<file path="src/verilog/kv_cmd_pkg.sv">
// Command encodings and walker states of the key-value command receiver.
// Imported by the walker, the decoder and the top level.

package kv_cmd_pkg;

   // ========================================================================
   // command field
   // ========================================================================

   localparam int CMD_WIDTH = 8;
   localparam int CMD_LSB   = 40;    // command byte is bits 47..40 of its word

   // values outside this list are unknown and drop the packet
   typedef enum logic [CMD_WIDTH-1:0] {
      START_LOAD         = 8'd1,
      LOAD_DATA          = 8'd2,
      END_LOAD           = 8'd3,
      FPGA_PUT_REQUEST   = 8'd4,
      WORKER_PUT_REQUEST = 8'd5,
      START_UPDATE       = 8'd6,
      END_UPDATE         = 8'd7,
      CHECK_TERMINATE    = 8'd8,
      FLUSH_DATA         = 8'd9
   } cmd_code_t;

   // ========================================================================
   // packet walker
   // ========================================================================

   // words popped after the first ctrl-zero word, before the command word
   localparam int HDR_WORDS_AFTER_MODULE = 4;

   typedef enum logic [2:0] {
      WAIT_INFO,
      MOVE_MODULE_HDRS,
      SKIP_HDR,
      READ_CMD,
      LOAD_KV,
      ACCUM_KV,
      DROP_PKT
   } walker_state_t;

endpackage

</file>
<file path="src/verilog/pkt_types_pkg.sv">
// Word and control types of the packet datapath.
// Imported by every RTL block that carries packet words.

package pkt_types_pkg;

   // ========================================================================
   // widths
   // ========================================================================

   localparam int DATA_WIDTH = 64;   // one packet word
   localparam int CTRL_WIDTH = 8;    // control byte beside each word

   // ========================================================================
   // types
   // ========================================================================

   // one packet word as it comes out of the input FIFO
   typedef logic [DATA_WIDTH-1:0] data_word_t;

   // zero marks a header or payload word
   // nonzero marks a module header or the end of the packet
   typedef logic [CTRL_WIDTH-1:0] ctrl_word_t;

endpackage

</file>
<file path="src/verilog/cmd_decoder.sv">
// Turns control commands into registered mode levels and one-cycle strobes.
// Data-carrying commands pass through without effect.

module cmd_decoder
   import kv_cmd_pkg::*;
(
   input  logic      clk,
   input  logic      reset,
   input  logic      cmd_vld,
   input  cmd_code_t cmd,

   output logic      start_load,            // level
   output logic      start_update,          // level
   output logic      flush_ddr,             // pulse
   output logic      check_terminate,       // pulse
   output logic      compute_system_reset   // pulse
);

   always_ff @(posedge clk or posedge reset) begin
      if (reset) begin
         start_load           <= 1'b0;
         start_update         <= 1'b0;
         flush_ddr            <= 1'b0;
         check_terminate      <= 1'b0;
         compute_system_reset <= 1'b0;
      end else begin
         flush_ddr            <= 1'b0;   // strobes last one cycle
         check_terminate      <= 1'b0;
         compute_system_reset <= 1'b0;

         if (cmd_vld) begin
            case (cmd)
               START_LOAD: start_load <= 1'b1;
               END_LOAD: begin
                  start_load           <= 1'b0;
                  compute_system_reset <= 1'b1;   // restart compute after a load
               end
               START_UPDATE:    start_update    <= 1'b1;
               END_UPDATE:      start_update    <= 1'b0;
               CHECK_TERMINATE: check_terminate <= 1'b1;
               FLUSH_DATA:      flush_ddr       <= 1'b1;
               default: ;   // load and put commands are handled by the walker
            endcase
         end
      end
   end

endmodule

</file>
<file path="src/verilog/kv_cmd_rx.sv">
// Top level of the key-value command receiver behind the packet input FIFO.
// Connects the packet walker, command decoder and update distributor.

module kv_cmd_rx
   import pkt_types_pkg::*, kv_cmd_pkg::*;
#(
   parameter int NUM_UPDATE_FIFOS = 8
)(
   input  logic                        clk,
   input  logic                        reset,

   // input FIFO
   input  logic                        in_fifo_vld,
   input  data_word_t                  in_fifo_data,
   input  ctrl_word_t                  in_fifo_ctrl,
   output logic                        in_fifo_rd_en,

   // preprocess block
   input  logic                        preprocess_vld,
   input  logic                        is_for_us,
   input  logic                        is_ip_pkt,
   output logic                        rd_preprocess_info,

   // mode levels and strobes
   output logic                        start_load,
   output logic                        start_update,
   output logic                        flush_ddr,
   output logic                        check_terminate,
   output logic                        compute_system_reset,

   // DRAM write FIFO
   input  logic                        dram_fifo_full,
   output logic                        dram_fifo_write,
   output data_word_t                  dram_fifo_writedata,

   // external update FIFOs
   input  logic [NUM_UPDATE_FIFOS-1:0] update_full,
   output logic [NUM_UPDATE_FIFOS-1:0] update_wrreq,
   output data_word_t                  update_data,

   input  logic [7:0]                  proc_bit_mask
);

   logic       cmd_vld;
   cmd_code_t  cmd;
   logic       accum_vld;
   data_word_t accum_data;

   pkt_walker walker_inst (
      .clk                 (clk),
      .reset               (reset),
      .in_fifo_vld         (in_fifo_vld),
      .in_fifo_data        (in_fifo_data),
      .in_fifo_ctrl        (in_fifo_ctrl),
      .in_fifo_rd_en       (in_fifo_rd_en),
      .preprocess_vld      (preprocess_vld),
      .is_for_us           (is_for_us),
      .is_ip_pkt           (is_ip_pkt),
      .rd_preprocess_info  (rd_preprocess_info),
      .cmd_vld             (cmd_vld),
      .cmd                 (cmd),
      .accum_vld           (accum_vld),
      .accum_data          (accum_data),
      .dram_fifo_full      (dram_fifo_full),
      .dram_fifo_write     (dram_fifo_write),
      .dram_fifo_writedata (dram_fifo_writedata)
   );

   cmd_decoder decoder_inst (
      .clk                  (clk),
      .reset                (reset),
      .cmd_vld              (cmd_vld),
      .cmd                  (cmd),
      .start_load           (start_load),
      .start_update         (start_update),
      .flush_ddr            (flush_ddr),
      .check_terminate      (check_terminate),
      .compute_system_reset (compute_system_reset)
   );

   update_distributor #(
      .NUM_UPDATE_FIFOS (NUM_UPDATE_FIFOS)
   ) distributor_inst (
      .clk           (clk),
      .reset         (reset),
      .accum_vld     (accum_vld),
      .accum_data    (accum_data),
      .update_full   (update_full),
      .proc_bit_mask (proc_bit_mask),
      .update_wrreq  (update_wrreq),
      .update_data   (update_data)
   );

endmodule

</file>
<file path="src/verilog/pkt_walker.sv">
// Walks each packet of the fall-through input FIFO through verdict, headers and command.
// Load payload goes to the DRAM write port, put payload to the distributor.

module pkt_walker
   import pkt_types_pkg::*, kv_cmd_pkg::*;
(
   input  logic       clk,
   input  logic       reset,

   // input FIFO, fall-through
   input  logic       in_fifo_vld,
   input  data_word_t in_fifo_data,
   input  ctrl_word_t in_fifo_ctrl,
   output logic       in_fifo_rd_en,

   // preprocess verdict, held until read
   input  logic       preprocess_vld,
   input  logic       is_for_us,
   input  logic       is_ip_pkt,
   output logic       rd_preprocess_info,

   // command to the decoder
   output logic       cmd_vld,
   output cmd_code_t  cmd,

   // put-request words to the distributor
   output logic       accum_vld,
   output data_word_t accum_data,

   // DRAM write FIFO
   input  logic       dram_fifo_full,
   output logic       dram_fifo_write,
   output data_word_t dram_fifo_writedata
);

   localparam logic [2:0] HDR_CNT_LAST = 3'(HDR_WORDS_AFTER_MODULE - 1);

   walker_state_t state;
   walker_state_t state_next;
   logic [2:0]    hdr_cnt;          // words popped in SKIP_HDR
   logic          ctrl_prev_zero;   // last consumed word had ctrl zero
   logic          consume;
   logic          eop;

   assign consume = in_fifo_vld & in_fifo_rd_en;
   assign eop     = consume & ctrl_prev_zero & (in_fifo_ctrl != '0);

   assign cmd        = cmd_code_t'(in_fifo_data[CMD_LSB +: CMD_WIDTH]);
   assign cmd_vld    = (state == READ_CMD) & consume;
   assign accum_data = in_fifo_data;
   assign accum_vld  = (state == ACCUM_KV) & consume;

   // ========================================================================
   // next state and FIFO pop
   // ========================================================================

   always_comb begin
      state_next         = state;
      in_fifo_rd_en      = 1'b0;
      rd_preprocess_info = 1'b0;

      case (state)
         WAIT_INFO: begin
            if (preprocess_vld) begin
               rd_preprocess_info = 1'b1;
               state_next = (is_for_us && is_ip_pkt) ? MOVE_MODULE_HDRS : DROP_PKT;
            end
         end

         MOVE_MODULE_HDRS: begin
            in_fifo_rd_en = in_fifo_vld;
            if (consume && in_fifo_ctrl == '0)   // first Ethernet word
               state_next = SKIP_HDR;
         end

         SKIP_HDR: begin
            in_fifo_rd_en = in_fifo_vld;
            if (eop)                             // truncated packet
               state_next = WAIT_INFO;
            else if (consume && hdr_cnt == HDR_CNT_LAST)
               state_next = READ_CMD;
         end

         READ_CMD: begin
            in_fifo_rd_en = in_fifo_vld;
            if (eop) begin
               state_next = WAIT_INFO;
            end else if (consume) begin
               case (cmd)
                  LOAD_DATA:          state_next = LOAD_KV;
                  FPGA_PUT_REQUEST,
                  WORKER_PUT_REQUEST: state_next = ACCUM_KV;
                  default:            state_next = DROP_PKT;
               endcase
            end
         end

         LOAD_KV: begin
            in_fifo_rd_en = in_fifo_vld & ~dram_fifo_full;   // stall while DRAM FIFO is full
            if (eop)
               state_next = WAIT_INFO;
         end

         ACCUM_KV, DROP_PKT: begin
            in_fifo_rd_en = in_fifo_vld;
            if (eop)
               state_next = WAIT_INFO;
         end

         default: state_next = WAIT_INFO;
      endcase
   end

   // ========================================================================
   // registers
   // ========================================================================

   always_ff @(posedge clk or posedge reset) begin
      if (reset) begin
         state           <= WAIT_INFO;
         hdr_cnt         <= '0;
         ctrl_prev_zero  <= 1'b0;
         dram_fifo_write <= 1'b0;
      end else begin
         state           <= state_next;
         dram_fifo_write <= (state == LOAD_KV) & consume;
         if (consume)
            ctrl_prev_zero <= (in_fifo_ctrl == '0);
         if (state != SKIP_HDR)
            hdr_cnt <= '0;
         else if (consume)
            hdr_cnt <= hdr_cnt + 3'd1;
      end
   end

   // load word goes out one cycle after it is popped
   always_ff @(posedge clk) begin
      if ((state == LOAD_KV) && consume)
         dram_fifo_writedata <= in_fifo_data;
   end

endmodule

</file>
<file path="src/verilog/update_distributor.sv">
// Spreads nonzero accumulate words round-robin over the external update FIFOs.
// Words that meet a full FIFO are dropped; there is no back-pressure.

module update_distributor
   import pkt_types_pkg::*;
#(
   parameter int NUM_UPDATE_FIFOS = 8
)(
   input  logic                        clk,
   input  logic                        reset,
   input  logic                        accum_vld,
   input  data_word_t                  accum_data,
   input  logic [NUM_UPDATE_FIFOS-1:0] update_full,
   input  logic [7:0]                  proc_bit_mask,
   output logic [NUM_UPDATE_FIFOS-1:0] update_wrreq,
   output data_word_t                  update_data
);

   localparam int IDX_W = $clog2(NUM_UPDATE_FIFOS);
   localparam logic [IDX_W-1:0] LAST_IDX = IDX_W'(NUM_UPDATE_FIFOS - 1);

   logic [3:0]       mask_ones;   // ones in a contiguous low mask
   logic [IDX_W-1:0] start_idx;
   logic [IDX_W-1:0] ptr;
   logic [IDX_W-1:0] sel;
   logic             do_write;

   // ========================================================================
   // start index from the processor mask
   // ========================================================================

   always_comb begin
      mask_ones = 4'd0;
      for (int i = 1; i < 8; i++) begin
         if (proc_bit_mask == 8'((1 << i) - 1))
            mask_ones = 4'(i);
      end
   end

   assign start_idx = (mask_ones < NUM_UPDATE_FIFOS) ? mask_ones[IDX_W-1:0] : '0;

   // pointer is kept at or above the start index
   assign sel      = (ptr < start_idx) ? start_idx : ptr;
   assign do_write = accum_vld & (|accum_data) & ~update_full[sel];

   // ========================================================================
   // pointer and write port
   // ========================================================================

   always_ff @(posedge clk or posedge reset) begin
      if (reset) begin
         ptr          <= '0;
         update_wrreq <= '0;
      end else begin
         update_wrreq <= '0;
         if (do_write) begin
            update_wrreq[sel] <= 1'b1;
            ptr <= (sel == LAST_IDX) ? start_idx : sel + 1'b1;   // wrap to start
         end
      end
   end

   always_ff @(posedge clk) begin
      if (do_write)
         update_data <= accum_data;
   end

endmodule
</file>
<file path="config.mk">
export PLATFORM = sky130hd
export DESIGN_NAME = kv_cmd_rx
export DESIGN_NICKNAME = d
export VERILOG_FILES = /design/src/verilog/kv_cmd_pkg.sv /design/src/verilog/pkt_types_pkg.sv /design/src/verilog/cmd_decoder.sv /design/src/verilog/kv_cmd_rx.sv /design/src/verilog/pkt_walker.sv /design/src/verilog/update_distributor.sv
export SDC_FILE = /design/constraint.sdc
export NUM_CORES = 1
export LEC_CHECK = 0
export ABC_CLOCK_PERIOD_IN_PS = 2800
export BUFFER_PORTS_ARGS = -buffer_cell sky130_fd_sc_hd__clkbuf_2
export CORE_ASPECT_RATIO = 2
export CORE_MARGIN = 5
export CORE_UTILIZATION = 44
export DETAILED_ROUTE_END_ITERATION = 6
export PLACE_DENSITY = 0.85
export SLEW_MARGIN = 20
export SYNTH_ARGS = -nofsm -noshare
export SYNTH_HDL_FRONTEND = slang
export SYNTH_HIERARCHICAL = 1
export SYNTH_SLANG_ARGS = --single-unit
export TNS_END_PERCENT = 100
</file>
<file path="constraint.sdc">
create_clock -name clk -period 2.8 [get_ports clk]
set_clock_uncertainty 0.2 [all_clocks]
set_input_delay 0.28 -clock clk [delete_from_list [all_inputs] [get_ports clk]]
set_output_delay 0.28 -clock clk [all_outputs]
set_load 0.1 [all_outputs]
</file>
==> summary.md, run 1 <==
| Metric | Value |
|---|---|
| Status | finished, violations left |
| Failing checks | negative setup slack |
| Bufs on Longest Clock Path | 2 |
| FF+latch count, synth | 152 |
| Total Nets Final | 818 |
| Setup violators final | 64 |
| Commonest register cell after synthesis | edfxtp_1 |
| Vias per cell | 4.90 |
| Gr ovfl total | 0 |
| Crit path kind | input pin to flip-flop |
| Die area | 17,000 µm² |
| Worst min-delay path class | input pin to flip-flop |
| Most frequent cells in the layout | 237 x clkbuf_2, 128 x edfxtp_1, 69 x dlygate4sd3_1, 32 x buf_4, 24 x dfrtp_1 |
| Worst slew pin tran | 582 ps |
| GR Util All Layers | 20.0% |
| RSZ-0062 raised after global routing | true |
| CTS buffer count | 17 |
| Synth Cell Area | 6330 µm² |
| Reg-to-reg startpoint | distributor_inst/ptr[2]$_DFFE_PP0P_ |
| CP required | 2780 ps |
| Number of H-tree levels | 4 |
| Post-synth EDFFs | 128 |
| Reg clk slew, reported paths | 60 ps |
| Fraction of registers with async set/reset | 15.8% |
| Max-Cap Viols | 0 |
| Initial antenna violation count | 1 |
| CTS tree | yes |
| Wire length per cell | 18.8 µm |
| Setup_tns | -2700 ps |
| Io pins | 239 |
| Rows | 62 |
| Die Wd | 94.8 µm |
| Die height | 180 µm |
| Initial DRC Count | 165 |
| Placed Area | 7520 µm² |
| Pleak | 0.00389 µW |
| Clock latency on the worst-skew pair | 410 ps |
| Antenna violation net count after detailed routing | 0 |
| Mapped Cells | 411 |
| Max Fanout on Critical Path | 7 |
| Clock sinks | 152 |
| Hold worst-path end | walker_inst/ctrl_prev_zero$_DFFE_PP0P_ |
| DR pass1 iterations | 4 |
| Final Critical Period | 2880 ps |
| Arrival @ worst endpoint | 2860 ps |
| Layout cells sized above 1 | 51.0% |
| Reg2reg setup slack | 20 ps |
| Final Cell Area | 9270 µm² |
| Post-synthesis sequential area ratio | 70.2% |
| CP Capture Type | flip-flop |
| Routed via count | 4,514 |
| Final hold viol count | 0 |
| Starting Density | 44.3% |
| CP startpoint kind | input pin |
| Clock root buffer | clkbuf_16 |
| Max Fclk | 348 MHz |
| Most common cell after layout, fill and taps aside | clkbuf_2 |
| Reg2reg path depth | 12 |
| Drt drc | 0 |
| Synth Area per Inst | 15.4 µm² |
| Worst r2r dst | distributor_inst/update_data[7]$_DFFE_PP_ |
| Largest net degree at the start of global routing | 66 |
| IO Port Bufs | 238 |
| Hold-critical path depth | 4 |
| Syn nets | 513 |
| Largest cells by area after synthesis | edfxtp_1 61%, dfrtp_1 9.5%, buf_4 8.5% |
| Post-synth top area cell | edfxtp_1 |
| Share of Yosys cell area claimed by the top area cell type | 60.7% |
| HPWL Detailed | 11.9 mm |
| Gpl congestion | 0.828 |
| Pwr Density | 680 nW/µm² |
| Hold path startpoint | in_fifo_ctrl[7] |
| Area growth, synth to finish | 46.4% |
| Relative slew slack | 61.4% |
| Vias in the first global route | 4,809 |
| Slew Limit Fails | 0 |
| Detailed Route WL | 17.4 mm |
| Final setup margin | -77.6 ps |
| Synth cell types | 63 |
| Period utilisation layout | 103% |
| First-pass GRT wire length | 25.6 mm |
| Core Footprint | 14,300 µm² |
| Synth Warn # | 6 |
| Peak VDD IR | 0.420 mV |
==> power by group <==
part	internal [µW]	switching [µW]	total, µW
Sequential	2530	59.0	2590
Combinational	592	774	1370
Clock	1480	871	2350
==> kinds of logic after synthesis <==
kind of cell	synth area share, %
simple gates	10.3
fa+ha+maj	1.38
flops	70.2
xor+xnor	0.138
buf+inv	10.4
compound gates	5.61
mux	1.98
==> stage by stage <==
step / worst slack, ps / util [%] / hold slack, ps / power [µW] / cells
after floorplan: -442 / - / -141 / 3490 / 411
after global placement: -477 / 52.7 / 14.8 / 3680 / 801
after detailed placement: -563 / 52.7 / 12.6 / 3730 / 801
after CTS: -84.0 / 62.2 / 4.99 / 6160 / 905
after global routing: -162 / 64.9 / 25.7 / 6550 / 922
final: -77.6 / 64.9 / 12.0 / 6300 / 922
==> flip-flops by register name, indices dropped and copies added, names as in the netlist, 3 cells and up <==
register,cells
distributor_inst/update_data,64
distributor_inst/ptr,3
walker_inst/state,3
distributor_inst/update_wrreq,8
walker_inst/hdr_cnt,3
walker_inst/dram_fifo_writedata,64
==> per-layer routing <==
layer  track usage, %  wire length, µm  vias up
li1                 -                -     2079
met1             19.3             5700     2172
met2             37.6             9730      224
met3             4.81             1300       39
met4             10.2              647        0
met5                0                0        -
==> critical path, cell delays in order <==
cell and delay [ps]:
buf_6 90, or3_4 370, o21a_1 190, nor2_1 110, inv_1 90, ha_4 280, nor2_4 40, o21ai_4 180
nor3_2 80, a21o_4 220, nor2_8 100, inv_4 50, buf_6 120, o211ai_4 210, buf_6 150, nand2_8 100
clkbuf_16 180
==> worst max-delay path by stage <==
stage,endpoint,cells past startpoint,from
CTS,distributor_inst/update_data[12]$_DFFE_PP_,16,proc_bit_mask[5]
global placement,distributor_inst/ptr[1]$_DFFE_PP0P_,16,proc_bit_mask[5]
detailed placement,distributor_inst/ptr[1]$_DFFE_PP0P_,16,proc_bit_mask[5]
global route,distributor_inst/update_data[23]$_DFFE_PP_,17,proc_bit_mask[5]
floorplan,distributor_inst/ptr[1]$_DFFE_PP0P_,13,proc_bit_mask[5]
finish,distributor_inst/update_data[7]$_DFFE_PP_,17,proc_bit_mask[5]
==> synth_stat cells (4+ instances only) <==
library cell and count:
a21oi_1 6, buf_4 72, dfrtp_1 24, edfxtp_1 128
ha_1 7, inv_1 18, mux2i_1 7, nand2_1 14
nand2b_1 4, nand3_1 9, nand4_1 8, nor2_1 17
nor2b_1 5, nor3_1 8, nor4_1 18, o21ai_0 6
==> repair_timing <==
item / CTS / global route
endpoints found under the hold margin: 160 / 0
setup buffers: 2 / 10
pin swaps: 2 / 6
hold buffers: 69 / 0
gates cloned: 1 / 6
setup endpoints to repair: 66 / 72
gates resized for setup: 8 / 32
==> layout make-up <==
type	count	area [µm²]
diodes	1	2.50
clock buffers	18	429
inverters	20	78.8
flip-flops and latches	152	4440
multi-input cells	165	1450
fillers	1037	5010
well taps	192	240
clock inverters	14	180
repair buffers	360	2440
No activity file was read; power rests on OpenSTA's default activity.
==> inputs of run 2 (changes only) <==
--- a/config.mk
+++ b/config.mk
@@ -12,6 +12,7 @@
 export CORE_UTILIZATION = 44
 export DETAILED_ROUTE_END_ITERATION = 6
 export PLACE_DENSITY = 0.85
+export SETUP_SLACK_MARGIN = 0.02
 export SLEW_MARGIN = 20
 export SYNTH_ARGS = -nofsm -noshare
 export SYNTH_HDL_FRONTEND = slang
==> run 2 against run 1 <==
Effect of this change:
- the flow still finishes with violations (negative setup slack)
- sequential power hardly changed
- fmax barely moved
- critical path depth down 1
- clock power about the same
- combinational power fell by 7%
- final cell count shrank 1.2%
- routed wire length decreased by 3.0%
- first-iteration DRC count is 13% lower
- sequential cell count is the same
- non-clock buffer count down 10
- worst setup slack got worse by 0.81 ps
- largest power group unchanged
==> summary.md, run 2 (same netlist as run 1, synthesis figures left out) <==
| Metric | Value |
|---|---|
| Status | finished, violations left (unchanged) |
| Failing checks | negative setup slack (unchanged) |
| Worst r2r dst | distributor_inst/update_data[12]$_DFFE_PP_ (was distributor_inst/update_data[7]$_DFFE_PP_) |
| Total Nets Final | 807 (was 818) |
| HPWL Detailed | 11.9 mm (unchanged) |
| Final Total Pwr | 6200 µW (was 6300 µW) |
| Pwr Density | 691 nW/µm² (was 680 nW/µm²) |
| Relative slew slack | 60.9% (was 61.4%) |
| Core Footprint | 14,300 µm² (unchanged) |
| Largest net degree at the start of global routing | 66 (unchanged) |
| Reg2reg path depth | 12 (unchanged) |
| CP required | 2900 ps (was 2780 ps) |
| Final Cell Area | 8980 µm² (was 9270 µm²) |
| RSZ-0062 raised after global routing | true (unchanged) |
| Arrival @ worst endpoint | 2970 ps (was 2860 ps) |
| Clock sinks | 152 (unchanged) |
| Setup violators final | 66 (was 64) |
| CTS buffer count | 17 (unchanged) |
| Max Fclk | 347 MHz (was 348 MHz) |
| Antenna violation net count after detailed routing | 0 (unchanged) |
| Crit path kind | input pin to flip-flop (unchanged) |
| CTS tree | yes (unchanged) |
| Final hold viol count | 0 (unchanged) |
| Worst slew pin tran | 589 ps (was 582 ps) |
| Drt drc | 0 (unchanged) |
| Reg-to-reg startpoint | distributor_inst/ptr[2]$_DFFE_PP0P_ (unchanged) |
| Vias per cell | 4.88 (was 4.90) |
| Hold path startpoint | in_fifo_ctrl[7] (unchanged) |
| Clock root buffer | clkbuf_16 (unchanged) |
| Period utilisation layout | 103% (about the same) |
| Peak VDD IR | 0.420 mV (about the same) |
| Hold worst-path end | walker_inst/ctrl_prev_zero$_DFFE_PP0P_ (unchanged) |
| Final core occ | 62.9% (was 64.9%) |
| DR pass1 iterations | 4 (unchanged) |
| Most common cell after layout, fill and taps aside | clkbuf_2 (unchanged) |
| Initial antenna violation count | 1 (unchanged) |
| Hold-critical path depth | 4 (unchanged) |
| First-pass GRT wire length | 25.7 mm (was 25.6 mm) |
| Reg2reg setup slack | 0 ps (was 20 ps) |
| Die Wd | 94.8 µm (unchanged) |
| Vias in the first global route | 4,825 (was 4,809) |
| Io pins | 239 (unchanged) |
| Routed via count | 4,448 (was 4,514) |
| CP Capture Type | flip-flop (unchanged) |
| GR Util All Layers | 20.0% (about the same) |
| Slew Limit Fails | 0 (unchanged) |
| Initial DRC Count | 143 (was 165) |
| Placed Area | 7520 µm² (unchanged) |
| Reg clk slew, reported paths | 60 ps (about the same) |
| Die area | 17,000 µm² (unchanged) |
| Final Critical Period | 2880 ps (about the same) |
| Die height | 180 µm (unchanged) |
| Largest registers | distributor_inst/update_data: 64 flops, walker_inst/dram_fifo_writedata: 64 flops, distributor_inst/update_wrreq: 8 flops (unchanged) |
| Rows | 62 (unchanged) |
| Worst min-delay path class | input pin to flip-flop (unchanged) |
| Gpl congestion | 0.828 (unchanged) |
| IO Port Bufs | 238 (unchanged) |
| Area growth, synth to finish | 41.9% (was 46.4%) |
| Bufs on Longest Clock Path | 2 (unchanged) |
| CP startpoint kind | input pin (unchanged) |
| Final setup margin | -78.4 ps (was -77.6 ps) |
| Gr ovfl total | 0 (unchanged) |
| Most frequent cells in the layout | 237 x clkbuf_2, 128 x edfxtp_1, 69 x dlygate4sd3_1, 33 x buf_4, 24 x dfrtp_1 (was 237 x clkbuf_2, 128 x edfxtp_1, 69 x dlygate4sd3_1, 32 x buf_4, 24 x dfrtp_1) |
| Max-Cap Viols | 0 (unchanged) |
| Wire length per cell | 18.5 µm (was 18.8 µm) |
| Pleak | 0.00377 µW (was 0.00389 µW) |
| Max Fanout on Critical Path | 6 (was 7) |
| Number of H-tree levels | 4 (unchanged) |
| Starting Density | 44.3% (unchanged) |
| Detailed Route WL | 16.9 mm (was 17.4 mm) |
| Clock latency on the worst-skew pair | 410 ps (about the same) |
| Layout cells sized above 1 | 49.7% (was 51.0%) |
run 2: routing by layer:
layer  track usage, %  share of wire (%)  vias up
li1                 -                  -     2058
met1             19.4                 33     2133
met2             36.9                 55      209
met3             4.81                7.2       48
met4             11.7                4.8        0
met5                0                  0        -
run 2: worst max path at each step:
stage | endpoint | slack [ps] | from | depth (start not counted)
after global routing | distributor_inst/ptr[2]$_DFFE_PP0P_ | -190 | proc_bit_mask[5] | 16
after CTS | distributor_inst/update_data[12]$_DFFE_PP_ | -90 | proc_bit_mask[5] | 14
after floorplan | distributor_inst/ptr[1]$_DFFE_PP0P_ | -440 | proc_bit_mask[5] | 13
after detailed placement | distributor_inst/ptr[1]$_DFFE_PP0P_ | -560 | proc_bit_mask[5] | 16
final | distributor_inst/ptr[1]$_DFFE_PP0P_ | -80 | proc_bit_mask[5] | 16
after global placement | distributor_inst/ptr[1]$_DFFE_PP0P_ | -480 | proc_bit_mask[5] | 16
run 2: layout make-up:
class / count / area, µm²
inverters: 20 / 78.8
well taps: 192 / 240
diodes: 1 / 2.50
clock inverters: 14 / 180
clock buffers: 18 / 429
multi-input cells: 164 / 1330
flip-flops and latches: 152 / 4440
fillers: 1084 / 5290
repair buffers: 350 / 2270
run 2: stage by stage:
stage / cells / hold WS [ps] / setup slack (ps) / setup TNS, ps
6_report: 911 / 12.0 / -78.4 / -3090
5_1_grt: 911 / 25.7 / -186 / -10660
3_3_place_gp: 801 / 14.8 / -477 / -31240
3_5_place_dp: 801 / 12.6 / -563 / -34780
2_1_floorplan: 411 / -141 / -442 / -22850
4_1_cts: 905 / 4.99 / -87.0 / -4460
run 2: report_power, final:
part	leakage, µW	switching, µW	internal (µW)
registers	0.00146	59.3	2530
logic	0.00201	734	543
clock network	0.000295	860	1480
total	0.00377	1650	4550
run 2: repair_timing:
action | in CTS | in global routing
setup endpoints to repair | 66 | 74
pin swaps | 2 | 6
gates cloned | 1 | 0
hold endpoints to repair | 160 | 0
hold buffers | 69 | 0
setup buffers | 2 | 5
resized for setup | 9 | 14
run 2: worst max-delay path: stages:
cell,delay (ps)
buf_6,90
or3_4,370
o21a_1,190
nor2_1,120
inv_1,90
ha_4,270
nor2_2,40
o21ai_4,170
nor3_2,80
a21o_4,220
nor2_8,100
inv_4,40
buf_6,120
o211ai_4,300
nand2_4,170
mux2_4,320
